**src/source/corePkg.sv**
```systemverilog
`default_nettype none

package corePkg;

    localparam int regAddrWidth = 4; // 16 registers

    typedef enum logic [6:0] {
        opLsli   = 7'd1,
        opLsri   = 7'd2,
        opAsri   = 7'd3,
        opAdd    = 7'd4,
        opSub    = 7'd5,
        opAddi   = 7'd6,
        opSubi   = 7'd7,
        opCmp    = 7'd9,
        opOrr    = 7'd12,
        opEor    = 7'd26,
        opStr    = 7'd40,
        opLdr    = 7'd44,
        opOutput = 7'd69,
        opPause  = 7'd70,
        opInput  = 7'd71,
        opB      = 7'd73,
        opNop    = 7'd74,
        opHalt   = 7'd75
    } opIdE;

    typedef enum logic [3:0] {
        aluPassA = 4'd0,
        aluAnd   = 4'd1,
        aluAdd   = 4'd2,
        aluOr    = 4'd3,
        aluXor   = 4'd4,
        aluSub   = 4'd5,
        aluPassB = 4'd12
    } aluOpE;

    typedef enum logic [3:0] {
        shNone = 4'd0,
        shLsr  = 4'd2,
        shLsl  = 4'd3,
        shAsr  = 4'd4,
        shRor  = 4'd5
    } shiftOpE;

    typedef enum logic [2:0] {
        wbNone = 3'd0,
        wbAlu  = 3'd1,
        wbLoad = 3'd2 // Memory or input data
    } wbSelE;

    typedef enum logic [3:0] {
        flagNone  = 4'd0,
        flagShift = 4'd1,
        flagAlu   = 4'd2
    } flagModeE;

    typedef enum logic [1:0] {
        stFetch,
        stExecute,
        stWait,
        stHalted
    } seqStateE;

endpackage

`default_nettype wire

```
**src/source/controlCore.sv**
```systemverilog
`timescale 1ns/10ps
`default_nettype none

module controlCore import corePkg::*; (
    input  opIdE     opId,
    input  logic     confirmation,
    input  logic     continueButton,
    output aluOpE    aluOp,
    output shiftOpE  shiftOp,
    output wbSelE    wbSel,
    output flagModeE flagMode,
    output logic     useImm,
    output logic     memWrite,
    output logic     branch,
    output logic     enable,
    output logic     isInput,
    output logic     isOutput,
    output logic     halt
);

    always_comb begin
        aluOp    = aluPassB;
        shiftOp  = shNone;
        wbSel    = wbAlu;
        flagMode = flagNone;
        useImm   = 1'b0;
        memWrite = 1'b0;
        branch   = 1'b0;
        enable   = 1'b1;
        isInput  = 1'b0;
        isOutput = 1'b0;
        halt     = 1'b0;

        case (opId)
            opLsli, opLsri, opAsri: begin
                useImm   = 1'b1; // Amount from immediate
                flagMode = flagShift;
                case (opId)
                    opLsli:  shiftOp = shLsl;
                    opLsri:  shiftOp = shLsr;
                    default: shiftOp = shAsr;
                endcase
            end
            opAdd: begin
                aluOp    = aluAdd;
                flagMode = flagAlu;
            end
            opSub: begin
                aluOp    = aluSub;
                flagMode = flagAlu;
            end
            opAddi: begin
                aluOp    = aluAdd;
                useImm   = 1'b1;
                flagMode = flagAlu;
            end
            opSubi: begin
                aluOp    = aluSub;
                useImm   = 1'b1;
                flagMode = flagAlu;
            end
            opCmp: begin
                aluOp    = aluSub;
                useImm   = 1'b1;
                wbSel    = wbNone; // Flags only
                flagMode = flagAlu;
            end
            opOrr: begin
                aluOp    = aluOr;
                flagMode = flagAlu;
            end
            opEor: begin
                aluOp    = aluXor;
                flagMode = flagAlu;
            end
            opStr: begin
                aluOp    = aluAdd;
                useImm   = 1'b1;
                memWrite = 1'b1;
                wbSel    = wbNone;
            end
            opLdr: begin
                aluOp  = aluAdd;
                useImm = 1'b1;
                wbSel  = wbLoad;
            end
            opOutput: begin
                aluOp    = aluPassA;
                wbSel    = wbNone;
                enable   = confirmation;
                isOutput = 1'b1;
            end
            opPause: begin
                wbSel    = wbNone;
                enable   = continueButton;
                isInput  = 1'b1; // Both set marks a pause
                isOutput = 1'b1;
            end
            opInput: begin
                aluOp   = aluPassA;
                wbSel   = wbLoad;
                enable  = confirmation;
                isInput = 1'b1;
            end
            opB: begin
                aluOp  = aluAdd;
                useImm = 1'b1;
                wbSel  = wbNone;
                branch = 1'b1;
            end
            opHalt: begin
                wbSel  = wbNone;
                enable = 1'b0;
                halt   = 1'b1;
            end
            default: wbSel = wbNone; // NOP and unknown IDs
        endcase
    end

endmodule

`default_nettype wire

```
**src/source/execSequencer.sv**
```systemverilog
`timescale 1ns/10ps
`default_nettype none

module execSequencer import corePkg::*; (
    input  logic     clk,
    input  logic     arstN,
    input  logic     enable,
    input  logic     halt,
    output seqStateE state,
    output logic     retire
);

    seqStateE stateNext;

    assign retire = ((state == stExecute) || (state == stWait)) && enable;

    always_comb begin
        stateNext = state;
        case (state)
            stFetch: stateNext = stExecute;
            stExecute: begin
                if (halt) begin
                    stateNext = stHalted;
                end else if (enable) begin
                    stateNext = stFetch;
                end else begin
                    stateNext = stWait; // Handshake pending
                end
            end
            stWait: begin
                if (enable) begin
                    stateNext = stFetch;
                end
            end
            default: stateNext = stHalted; // Only reset leaves
        endcase
    end

    always_ff @(posedge clk or negedge arstN) begin
        if (!arstN) begin
            state <= stFetch;
        end else begin
            state <= stateNext;
        end
    end

endmodule

`default_nettype wire

```
**src/source/programCounter.sv**
```systemverilog
`timescale 1ns/10ps
`default_nettype none

module programCounter import corePkg::*; #(
    parameter int dataWidth = 32
) (
    input  logic                 clk,
    input  logic                 arstN,
    input  logic                 retire,
    input  logic                 branch,
    input  logic [dataWidth-1:0] offset,
    output logic [dataWidth-1:0] pc
);

    always_ff @(posedge clk or negedge arstN) begin
        if (!arstN) begin
            pc <= '0;
        end else if (retire) begin
            if (branch) begin
                pc <= pc + offset; // Word offset
            end else begin
                pc <= pc + dataWidth'(1);
            end
        end
    end

endmodule

`default_nettype wire

```
**src/source/registerBank.sv**
```systemverilog
`timescale 1ns/10ps
`default_nettype none

module registerBank import corePkg::*; #(
    parameter int dataWidth = 32
) (
    input  logic                    clk,
    input  logic                    arstN,
    input  logic [regAddrWidth-1:0] rdAddrA,
    input  logic [regAddrWidth-1:0] rdAddrB,
    input  logic [regAddrWidth-1:0] wrAddr,
    input  logic                    wrEn,
    input  logic [dataWidth-1:0]    wrData,
    output logic [dataWidth-1:0]    rdDataA,
    output logic [dataWidth-1:0]    rdDataB
);

    localparam int regCount = 2 ** regAddrWidth;

    logic [dataWidth-1:0] regs [regCount];

    always_ff @(posedge clk or negedge arstN) begin
        if (!arstN) begin
            for (int i = 0; i < regCount; i++) begin
                regs[i] <= '0;
            end
        end else if (wrEn && (wrAddr != '0)) begin
            regs[wrAddr] <= wrData;
        end
    end

    // Register 0 is hardwired zero
    assign rdDataA = (rdAddrA == '0) ? '0 : regs[rdAddrA];
    assign rdDataB = (rdAddrB == '0) ? '0 : regs[rdAddrB];

endmodule

`default_nettype wire

```
**src/source/aluUnit.sv**
```systemverilog
`timescale 1ns/10ps
`default_nettype none

module aluUnit import corePkg::*; #(
    parameter int dataWidth = 32
) (
    input  aluOpE                op,
    input  logic [dataWidth-1:0] a,
    input  logic [dataWidth-1:0] b,
    output logic [dataWidth-1:0] result,
    output logic [3:0]           flags
);

    logic [dataWidth:0] sum;
    logic [dataWidth:0] diff;
    logic               carry;
    logic               overflow;

    assign sum  = {1'b0, a} + {1'b0, b};
    assign diff = {1'b0, a} + {1'b0, ~b} + 1'b1; // Carry out is not-borrow

    always_comb begin
        result   = b;
        carry    = 1'b0;
        overflow = 1'b0;
        case (op)
            aluPassA: result = a;
            aluAnd:   result = a & b;
            aluOr:    result = a | b;
            aluXor:   result = a ^ b;
            aluAdd: begin
                result   = sum[dataWidth-1:0];
                carry    = sum[dataWidth];
                overflow = (a[dataWidth-1] == b[dataWidth-1]) &&
                           (sum[dataWidth-1] != a[dataWidth-1]);
            end
            aluSub: begin
                result   = diff[dataWidth-1:0];
                carry    = diff[dataWidth];
                overflow = (a[dataWidth-1] != b[dataWidth-1]) &&
                           (diff[dataWidth-1] != a[dataWidth-1]);
            end
            default: result = b;
        endcase
    end

    assign flags = {result[dataWidth-1], result == '0, carry, overflow}; // NZCV

endmodule

`default_nettype wire

```
**src/source/barrelShifter.sv**
```systemverilog
`timescale 1ns/10ps
`default_nettype none

module barrelShifter import corePkg::*; #(
    parameter int dataWidth = 32
) (
    input  shiftOpE              op,
    input  logic [dataWidth-1:0] value,
    input  logic [4:0]           amount,
    output logic [dataWidth-1:0] result,
    output logic                 zero,
    output logic                 negative
);

    logic [2*dataWidth-1:0] rotated;
    int unsigned            rotAmount;

    assign rotAmount = amount % dataWidth; // Rotate wraps at width
    assign rotated   = {value, value} >> rotAmount;

    always_comb begin
        case (op)
            shLsl:   result = value << amount;
            shLsr:   result = value >> amount;
            shAsr:   result = $signed(value) >>> amount;
            shRor:   result = rotated[dataWidth-1:0];
            default: result = value;
        endcase
    end

    assign zero     = (result == '0);
    assign negative = result[dataWidth-1];

endmodule

`default_nettype wire

```
**src/source/coreTop.sv**
```systemverilog
`timescale 1ns/10ps
`default_nettype none

module coreTop import corePkg::*; #(
    parameter int dataWidth = 32
) (
    input  logic                 clk,
    input  logic                 arstN,
    output logic [dataWidth-1:0] instrAddr,
    input  logic [31:0]          instrData,
    output logic [dataWidth-1:0] memAddr,
    output logic [dataWidth-1:0] memWdata,
    output logic                 memWe,
    input  logic [dataWidth-1:0] memRdata,
    output logic [dataWidth-1:0] outData,
    output logic                 outValid,
    input  logic [dataWidth-1:0] inData,
    output logic                 inReady,
    input  logic                 confirmation,
    input  logic                 continueButton,
    output logic                 paused,
    output logic                 halted,
    output logic [3:0]           flags
);

    logic [31:0]          instrReg;
    logic [dataWidth-1:0] immExt;
    aluOpE                aluOp;
    shiftOpE              shiftOp;
    wbSelE                wbSel;
    flagModeE             flagMode;
    logic                 useImm, memWrite, branch, enable;
    logic                 isInput, isOutput, halt;
    seqStateE             state;
    logic                 retire, active;
    logic [dataWidth-1:0] rdDataA, rdDataB, operandB, aluB;
    logic [dataWidth-1:0] aluResult, shiftResult, wrData;
    logic [3:0]           aluFlags;
    logic                 shiftZero, shiftNegative, wrEn;

    always_ff @(posedge clk or negedge arstN) begin
        if (!arstN) begin
            instrReg <= {opNop, 25'd0};
        end else if (state == stFetch) begin
            instrReg <= instrData;
        end
    end

    assign immExt   = {{(dataWidth-13){instrReg[12]}}, instrReg[12:0]};
    assign operandB = useImm ? immExt : rdDataB;
    assign aluB     = (shiftOp == shNone) ? operandB : shiftResult; // Shifts pass through B

    controlCore u_controlCore (
        .opId(opIdE'(instrReg[31:25])), .confirmation, .continueButton,
        .aluOp, .shiftOp, .wbSel, .flagMode, .useImm, .memWrite,
        .branch, .enable, .isInput, .isOutput, .halt
    );

    execSequencer u_execSequencer (.clk, .arstN, .enable, .halt, .state, .retire);

    programCounter #(.dataWidth(dataWidth)) u_programCounter (
        .clk, .arstN, .retire, .branch, .offset(immExt), .pc(instrAddr)
    );

    registerBank #(.dataWidth(dataWidth)) u_registerBank (
        .clk, .arstN, .rdAddrA(instrReg[20:17]), .rdAddrB(instrReg[16:13]),
        .wrAddr(instrReg[24:21]), .wrEn, .wrData, .rdDataA, .rdDataB
    );

    aluUnit #(.dataWidth(dataWidth)) u_aluUnit (
        .op(aluOp), .a(rdDataA), .b(aluB), .result(aluResult), .flags(aluFlags)
    );

    barrelShifter #(.dataWidth(dataWidth)) u_barrelShifter (
        .op(shiftOp), .value(rdDataA), .amount(instrReg[4:0]),
        .result(shiftResult), .zero(shiftZero), .negative(shiftNegative)
    );

    assign wrEn   = retire && (wbSel != wbNone);
    assign wrData = (wbSel == wbLoad) ? (isInput ? inData : memRdata) : aluResult;

    always_ff @(posedge clk or negedge arstN) begin
        if (!arstN) begin
            flags <= '0;
        end else if (retire) begin
            case (flagMode)
                flagShift: flags <= {shiftNegative, shiftZero, flags[1:0]}; // C and V kept
                flagAlu:   flags <= aluFlags;
                default:   flags <= flags;
            endcase
        end
    end

    assign active   = (state == stExecute) || (state == stWait);
    assign memAddr  = aluResult;
    assign memWdata = rdDataB;
    assign memWe    = active && memWrite;
    assign outData  = rdDataA;
    assign outValid = active && isOutput && !isInput;
    assign inReady  = active && isInput && !isOutput;
    assign paused   = active && isInput && isOutput;
    assign halted   = (state == stHalted);

endmodule

`default_nettype wire

```
**config.mk**
```make
export PLATFORM = sky130hd
export DESIGN_NAME = coreTop
export DESIGN_NICKNAME = d
export VERILOG_FILES = /design/src/source/corePkg.sv /design/src/source/controlCore.sv /design/src/source/execSequencer.sv /design/src/source/programCounter.sv /design/src/source/registerBank.sv /design/src/source/aluUnit.sv /design/src/source/barrelShifter.sv /design/src/source/coreTop.sv
export SDC_FILE = /design/constraint.sdc
export NUM_CORES = 2
export LEC_CHECK = 0
export ABC_AREA = 1
export BUFFER_PORTS_ARGS = -buffer_cell sky130_fd_sc_hd__clkbuf_2
export CORE_MARGIN = 2
export CORE_UTILIZATION = 45
export CTS_CLUSTER_DIAMETER = 60
export DETAILED_ROUTE_END_ITERATION = 8
export PLACE_DENSITY = 0.71
export SETUP_SLACK_MARGIN = 0.1
export SYNTH_ARGS = -nofsm -noshare
export SYNTH_HDL_FRONTEND = slang
export SYNTH_SLANG_ARGS = --single-unit
export TNS_END_PERCENT = 30
```
**constraint.sdc**
```tcl
create_clock -name clk -period 8.15 [get_ports clk]
set_clock_uncertainty 0.15 [all_clocks]
set_input_delay 0.815 -clock clk [delete_from_list [all_inputs] [get_ports clk]]
set_output_delay 0.815 -clock clk [all_outputs]
set_load 0.02 [all_outputs]
```
; Word-level counts from Yosys, hierarchy flattened
; Cells that the tools add are included.
[op_classes]
n_reduce_logical = 37
n_eq_ne = 37
n_bitwise = 8
shift = 4
n_lt_le_gt_ge = 4
n_addsub = 5
muxes = 37
[ops]
columns = op, count
row1 = $bwmux W512, 1
row2 = $mux W32, 12
row3 = $bmux W32 S4, 2
row4 = $pmux W32 S6, 1
row5 = $demux W32 S4, 1
row6 = $pmux W32 S4, 1
row7 = $add A32 B32 Y33, 2
row8 = $logic_not A32 Y1, 2
row9 = $shr A64 B5 Y32, 1
row10 = $eq A7 B7 Y1 const B, 5
row11 = $add A33 B1 Y33 const B, 1
row12 = $add A32 B1 Y32 const B, 1
row13 = $add A32 B32 Y32, 1
row14 = $and A32 B32 Y32, 1
row15 = $not A32 Y32, 1
row16 = $or A32 B32 Y32, 1
row17 = $shl A32 B5 Y32, 1
row18 = $shr A32 B5 Y32, 1
row19 = $sshr A32 B5 Y32, 1
row20 = $xor A32 B32 Y32, 1
row21 = $eq A7 B3 Y1 const B, 4
row22 = $eq A4 B2 Y1 const B, 5
row23 = $pmux W4 S5, 1
row24 = $reduce_or A9 Y1, 2
row25 = other kinds (40), 82
[totals]
out_inout_bits = 137
reg_bits = 582

; Longest topological paths before layout
[depth]
depth_word = 15
ltp_mapped = 47
ltp_nobuf = 44

; Modules after synthesis
; From an unflattened synthesis, not the netlist that was laid out.
[hier_totals]
hier_cells = 8321
hier_area_um2 = 49175.9
[modules_own_cells]
columns = module, instances, seq_area_each_um2, area_per_inst_um2, cells_per_inst
row1 = registerBank, 1, 12812.3, 29892.4, 4599
row2 = aluUnit, 1, 0.0, 7170.6, 1442
row3 = barrelShifter, 1, 0.0, 4735.8, 1010
row4 = programCounter, 1, 800.8, 3772.4, 670
row5 = coreTop, 1, 904.6, 3047.9, 493
row6 = controlCore, 1, 0.0, 375.4, 84
row7 = execSequencer, 1, 50.0, 181.4, 23

; Worst setup path after synthesis
; OpenSTA, ideal clock, no wires.
[synth_timing]
kind = register to output
startpoint = reg instrReg[13]
endpoint = out memAddr[22]
path_stages_with_launch = 33
path_slack_ps = 2956
arrival_time_ps = 4229
n_path_buf = 5
t_required_ps = 7185
path_cell_list = dfrtp_1 buf_2 inv_1 buf_2 buf_2 clkbuf_1 o21ai_0 nand2_1 nand2_1 a31oi_1 nand2_1 o21ai_0 inv_1 nand3_1 inv_1 ha_1 clkbuf_1 nor2_1 nand2_1 nor4_1 nand2_1 nand3_1 nand2_1 nand2_1 inv_1 o21ai_0 a21oi_1 nand2_1 nand2_1 a21oi_1 nand3_1 nand2_1 inv_1
[synth_via]
elab_chain_cells = 11
elab_cells_between_ends = 16
classes_between = add/sub (3) / mux (7) / bitwise (5) / reduce/logical (1)
[synth_rtl]
columns = item, line_no
row1 = "start, declared", coreTop.sv:26  ; logic [31:0] instrReg;
row2 = "start signal, assigned", coreTop.sv:43  ; instrReg <= {opNop, 25'd0};
row3 = "start signal, assigned", coreTop.sv:45  ; instrReg <= instrData;
row4 = $not A4 Y5 (implied by the code), registerBank.sv:34  ; assign rdDataB = (rdAddrB == '0) ? '0 : regs[rdAddrB];
row5 = $bmux W32 S4, registerBank.sv:34
row6 = $mux W32 (implied by the code) (2 in series), registerBank.sv:34
row7 = $mux W32 (*), registerBank.sv:34
row8 = named net memWdata[7], coreTop.sv:12  ; output logic [dataWidth-1:0] memWdata,
row9 = $mux W32 (*), coreTop.sv:50  ; assign operandB = useImm ? immExt : rdDataB;
row10 = $mux W32 (*), coreTop.sv:51  ; assign aluB = (shiftOp == shNone) ? operandB : shiftResult;
row11 = $not A32 Y32, aluUnit.sv:20  ; assign diff = {1'b0, a} + {1'b0, ~b} + 1'b1;
row12 = $add A32 B32 Y33, aluUnit.sv:20
row13 = $add A33 B1 Y33, aluUnit.sv:20
row14 = $pmux W32 S6 (*), aluUnit.sv:26  ; case (op)
row15 = "end, declared", coreTop.sv:11  ; output logic [dataWidth-1:0] memAddr,
; The timed path passes the listed nets; every way through them passes the cells marked *. The select of a mux whose other input is x is not followed.

; Worst setup path after layout
[layout_timing]
startpoint = reg instrReg[18]
endpoint = out memAddr[31]
[layout_via]
elab_chain_cells = 12
elab_cells_between_ends = 20
classes_between = add/sub (3) / shift (4) / mux (7) / bitwise (5) / reduce/logical (1)
[layout_rtl]
columns = item, line_no
row1 = $not A4 Y5 (implied by the code), registerBank.sv:33  ; assign rdDataA = (rdAddrA == '0) ? '0 : regs[rdAddrA];
row2 = $bmux W32 S4, registerBank.sv:33
row3 = $mux W32 (implied by the code) (2 in series), registerBank.sv:33
row4 = $mux W32 (*), registerBank.sv:33
row5 = "$shr A64 B5 Y32, or another cell as far along", barrelShifter.sv:19  ; assign rotated = {value, value} >> rotAmount;
row6 = $pmux W32 S4, barrelShifter.sv:22  ; case (op)
row7 = $mux W32, coreTop.sv:51
row8 = $not A32 Y32, aluUnit.sv:20
row9 = $add A32 B32 Y33, aluUnit.sv:20
row10 = $add A33 B1 Y33, aluUnit.sv:20
row11 = $pmux W32 S6 (*), aluUnit.sv:26
; Every way passes the cells marked *; elsewhere a longest branch is shown, timed or not. The select of a mux whose other input is x is not followed.

==> flow_metrics.py <==
metrics = {
    "run_status": {
        "outcome": "finished clean",
    },
    "global_routing": {
        "antenna_found_initial": 9,
        "grtUsageTotal": 0.380,
        "grt_start_max_net_pins": 180,
        "grt-ovfl-total": 0,
        "grt_pass1_wl_um": 296000,
        "grt_pass1_vias": 46200,
    },
    "die": {
        "start_util": 0.454,
        "io_pins": 237,
        "row_count": 115,
        "die_w_um": 319,
        "die_h_um": 319,
        "die_area_um2": 102000,
        "core_region_area_um2": 98400,
    },
    "clock_tree": {
        "cts_sinks": 582,
        "clk_latency_ns": 0.68,
        "clkTransAtPathRegs_ns": 0.06,
        "cts_buffers": 72,
        "cts_tree": "yes",
        "ctsHoldBuffers": 0,
        "clockBufferDepth": 3,
        "htreeDepth": 3,
        "clockRootBuffer": "clkbuf_16",
    },
    "worst_setup_path": {
        "setup.worst_path.end_class": "primary output",
        "r2r_slack_ns": 1.04,
        "critPathKind": "flip-flop to primary output",
        "critPathBufInv": 8,
        "slowest_delay_ns": 0.61,
        "crit_slowest_cell": "dfrtp_4",
        "cp-start-kind": "flip-flop",
        "crit_family": "simple AND/OR/NAND/NOR gates",
        "cp_max_fo": 47,
        "crit_top_cell": "nand2_1",
        "cp.required_ns": 7.18,
        "cp.arrival_ns": 6.88,
    },
    "route": {
        "wl_um": 199000,
        "wl_per_cell_um": 23.8,
        "postRouteAntennaNets": 0,
        "drc_errors": 0,
        "dr.first_iter.drc_count": 7084,
        "drt_pass1_iterations": 6,
        "vias_per_cell": 5.99,
        "num_vias": 50100,
    },
    "pwr": {
        "power_density_nw_per_um2": 129,
        "combPwrFrac": 0.014,
        "p_switching_mw": 1.48,
        "vdd_ir_drop_max_mv": 0.156,
        "pwr-share-seq": 0.449,
        "internal-power_mw": 4.96,
        "p_total_mw": 6.44,
        "clkPwrFrac": 0.537,
        "p_leak_nw": 24.3,
        "switching_share": 0.229,
    },
    "synthesis": {
        "synth_top_cell_by_area": "dfrtp_1",
        "yosys.cell_types.count": 58,
        "syn_area_per_cell_um2": 6.40,
        "synth.most_common_cell": "nand2_1",
        "ys.flop_type": "dfrtp_1",
        "synth_common_cells": "nand2_1, nand3_1, inv_1",
        "syn_area_um2": 44700,
        "synthCells": 6988,
        "yosysTopAreaCellShare": 0.324,
        "synth_edf_count": 0,
        "ys_seq_area_frac": 0.326,
        "yosys_warnings": 0,
        "synthArstFlopShare": 1.00,
        "ys_ff_latch": 582,
        "syn_nets": 7225,
        "yosys-top-cells-area": "dfrtp_1, nand2_1, nand3_1",
    },
    "run": {
        "cap_violations": 0,
    },
    "timing": {
        "fmax_mhz": 127,
        "drv_slew": 0,
        "tns_ns": 0,
        "fin_crit_sh": 0.963,
        "max-slew-margin-rel": 0.183,
        "hold_slack_ns": 0.0188,
        "post-route-min-period_ns": 7.85,
        "setup_viol": 0,
        "tightestPinTransition_ns": 1.22,
        "rsz0062_at_grt": "false",
        "hold_viol": 0,
    },
    "place": {
        "gp_congestion": 1.05,
        "dp_cells": 8212,
        "place_area_um2": 47000,
        "port_buffers": 236,
        "dp_hpwl_um": 137000,
    },
    "final_layout": {
        "drive_above_1_share": 0.111,
        "syn_to_final_growth_pct": 11.5,
        "fillers": 9974,
        "fin_cells": 8356,
        "stdcell_area_um2": 49900,
        "seq_area_um2": 14600,
        "multi_input_area_um2": 24800,
        "nets": 7249,
    },
    "hold_path": {
        "hold_class": "primary input to asynchronous set/reset pin",
    },
}
worst reg2reg max path: cells and delay by family, from the launching register on:
| kind | cells | cell delay (ns) |
|---|---|---|
| mux | 1 | 0.26 |
| compound gates | 7 | 2.26 |
| fa+ha+maj | 1 | 0.44 |
| flops | 1 | 0.47 |
| simple gates | 15 | 2.06 |
| buf+inv | 8 | 1.34 |
flip-flops by register name, indices dropped and copies added (netlist names):
| register | count |
|---|---|
| flags | 4 |
| u_execSequencer.state | 2 |
| u_programCounter.pc | 32 |
| instrReg | 32 |
| u_registerBank.regs | 512 |
through the flow:
step	setup slack, ns	utilization
finish	0.305	0.507
global route	0.0974	0.507
global placement	0.573	0.478
CTS	0.151	0.504
floorplan	2.96	-
detailed placement	0.607	0.478
repair_timing:
item,4_1_cts,5_1_grt
gates resized for setup,7,34
buffers inserted,1,10
gates cloned,1,1
pin swaps,0,0
endpoints found under the setup margin,4,24
power groups by stage:
stage                     sequential (mW)  clock, mW  combinational, mW
after floorplan                      2.94          0            0.00462
after global placement               2.94          0             0.0954
after detailed placement             2.94          0             0.0964
after CTS                            2.89       3.48             0.0965
after global routing                 2.89       3.60              0.107
final                                2.89       3.46             0.0931
cell usage in the layout (no fill, tap or decap), drive strengths merged, types with 2 or more instances in the layout:
| cell | Yosys | routed |
|---|---|---|
| nand2 | 2016 | 2016 |
| o21ai | 937 | 937 |
| nand3 | 888 | 888 |
| inv | 822 | 826 |
| dfrtp | 579 | 579 |
| a21oi | 467 | 467 |
| clkbuf | 253 | 340 |
| nor2 | 298 | 298 |
| buf | 250 | 216 |
| ha | 134 | 134 |
| o211ai | 45 | 45 |
| o22ai | 39 | 39 |
| a31oi | 39 | 39 |
| nand4 | 37 | 37 |
| nor3 | 34 | 34 |
| clkinv | 9 | 22 |
| xor2 | 18 | 18 |
| xnor2 | 17 | 17 |
| or2 | 16 | 16 |
| nor4 | 12 | 12 |
| o21a | 9 | 9 |
| o21bai | 9 | 9 |
| a21o | 8 | 8 |
| bufinv | 0 | 8 |
| o221ai | 7 | 7 |
| a221oi | 7 | 7 |
| o2111ai | 6 | 6 |
| a21boi | 4 | 4 |
| and2 | 3 | 3 |
| o31ai | 3 | 3 |
| a22oi | 3 | 3 |
| mux2 | 3 | 3 |
| fa | 3 | 3 |
| dfstp | 3 | 3 |
| o22a | 2 | 2 |
| a211oi | 2 | 2 |
| clkinvlp | 0 | 2 |
per-layer routing:
| metal | routed length [µm] | track usage |
|---|---|---|
| met5 | 137 | 0 |
| met4 | 12700 | 0.206 |
| met3 | 24200 | 0.100 |
| met2 | 82800 | 0.559 |
| met1 | 78600 | 0.508 |
final timing paths:
kind | from | endpoint | depth (start not counted)
setup / recovery | instrReg[18] | memAddr[31] | 35
hold / removal | arstN | u_registerBank.regs[2] | 1
setup reg to reg | instrReg[20] | flags[1] | 32
hold reg to reg | u_registerBank.regs[489] | u_registerBank.regs[489] | 0
max in group asynchronous | arstN | u_registerBank.regs[203] | 3
min in group clk | instrData[28] | instrReg[28] | 3
area by class of cell:
| cell class | instances | share of cell area |
|---|---|---|
| clock buffers | 103 | 0.0417 |
| clock inverters | 27 | 0.00911 |
| multi-input cells | 5072 | 0.497 |
| well taps | 1287 | 0.0323 |
| repair buffers | 453 | 0.0641 |
| inverters | 831 | 0.0635 |
| flip-flops and latches | 582 | 0.293 |
| diodes | 1 | 0.0000502 |
cells by family (layout without fill, tap and decap cells):
kind of cell    after synthesis  count (layout)  share of synthesized area
xor+xnor                     35              35                    0.00685
buf+inv                    1334            1414                      0.124
compound gates             1592            1592                      0.192
simple gates               3305            3305                      0.312
flops                       582             582                      0.326
fa+ha+maj                   137             137                     0.0388
other cells                   0               1                          0
mux                           3               3                   0.000755
No activity file was read; power rests on OpenSTA's default activity.
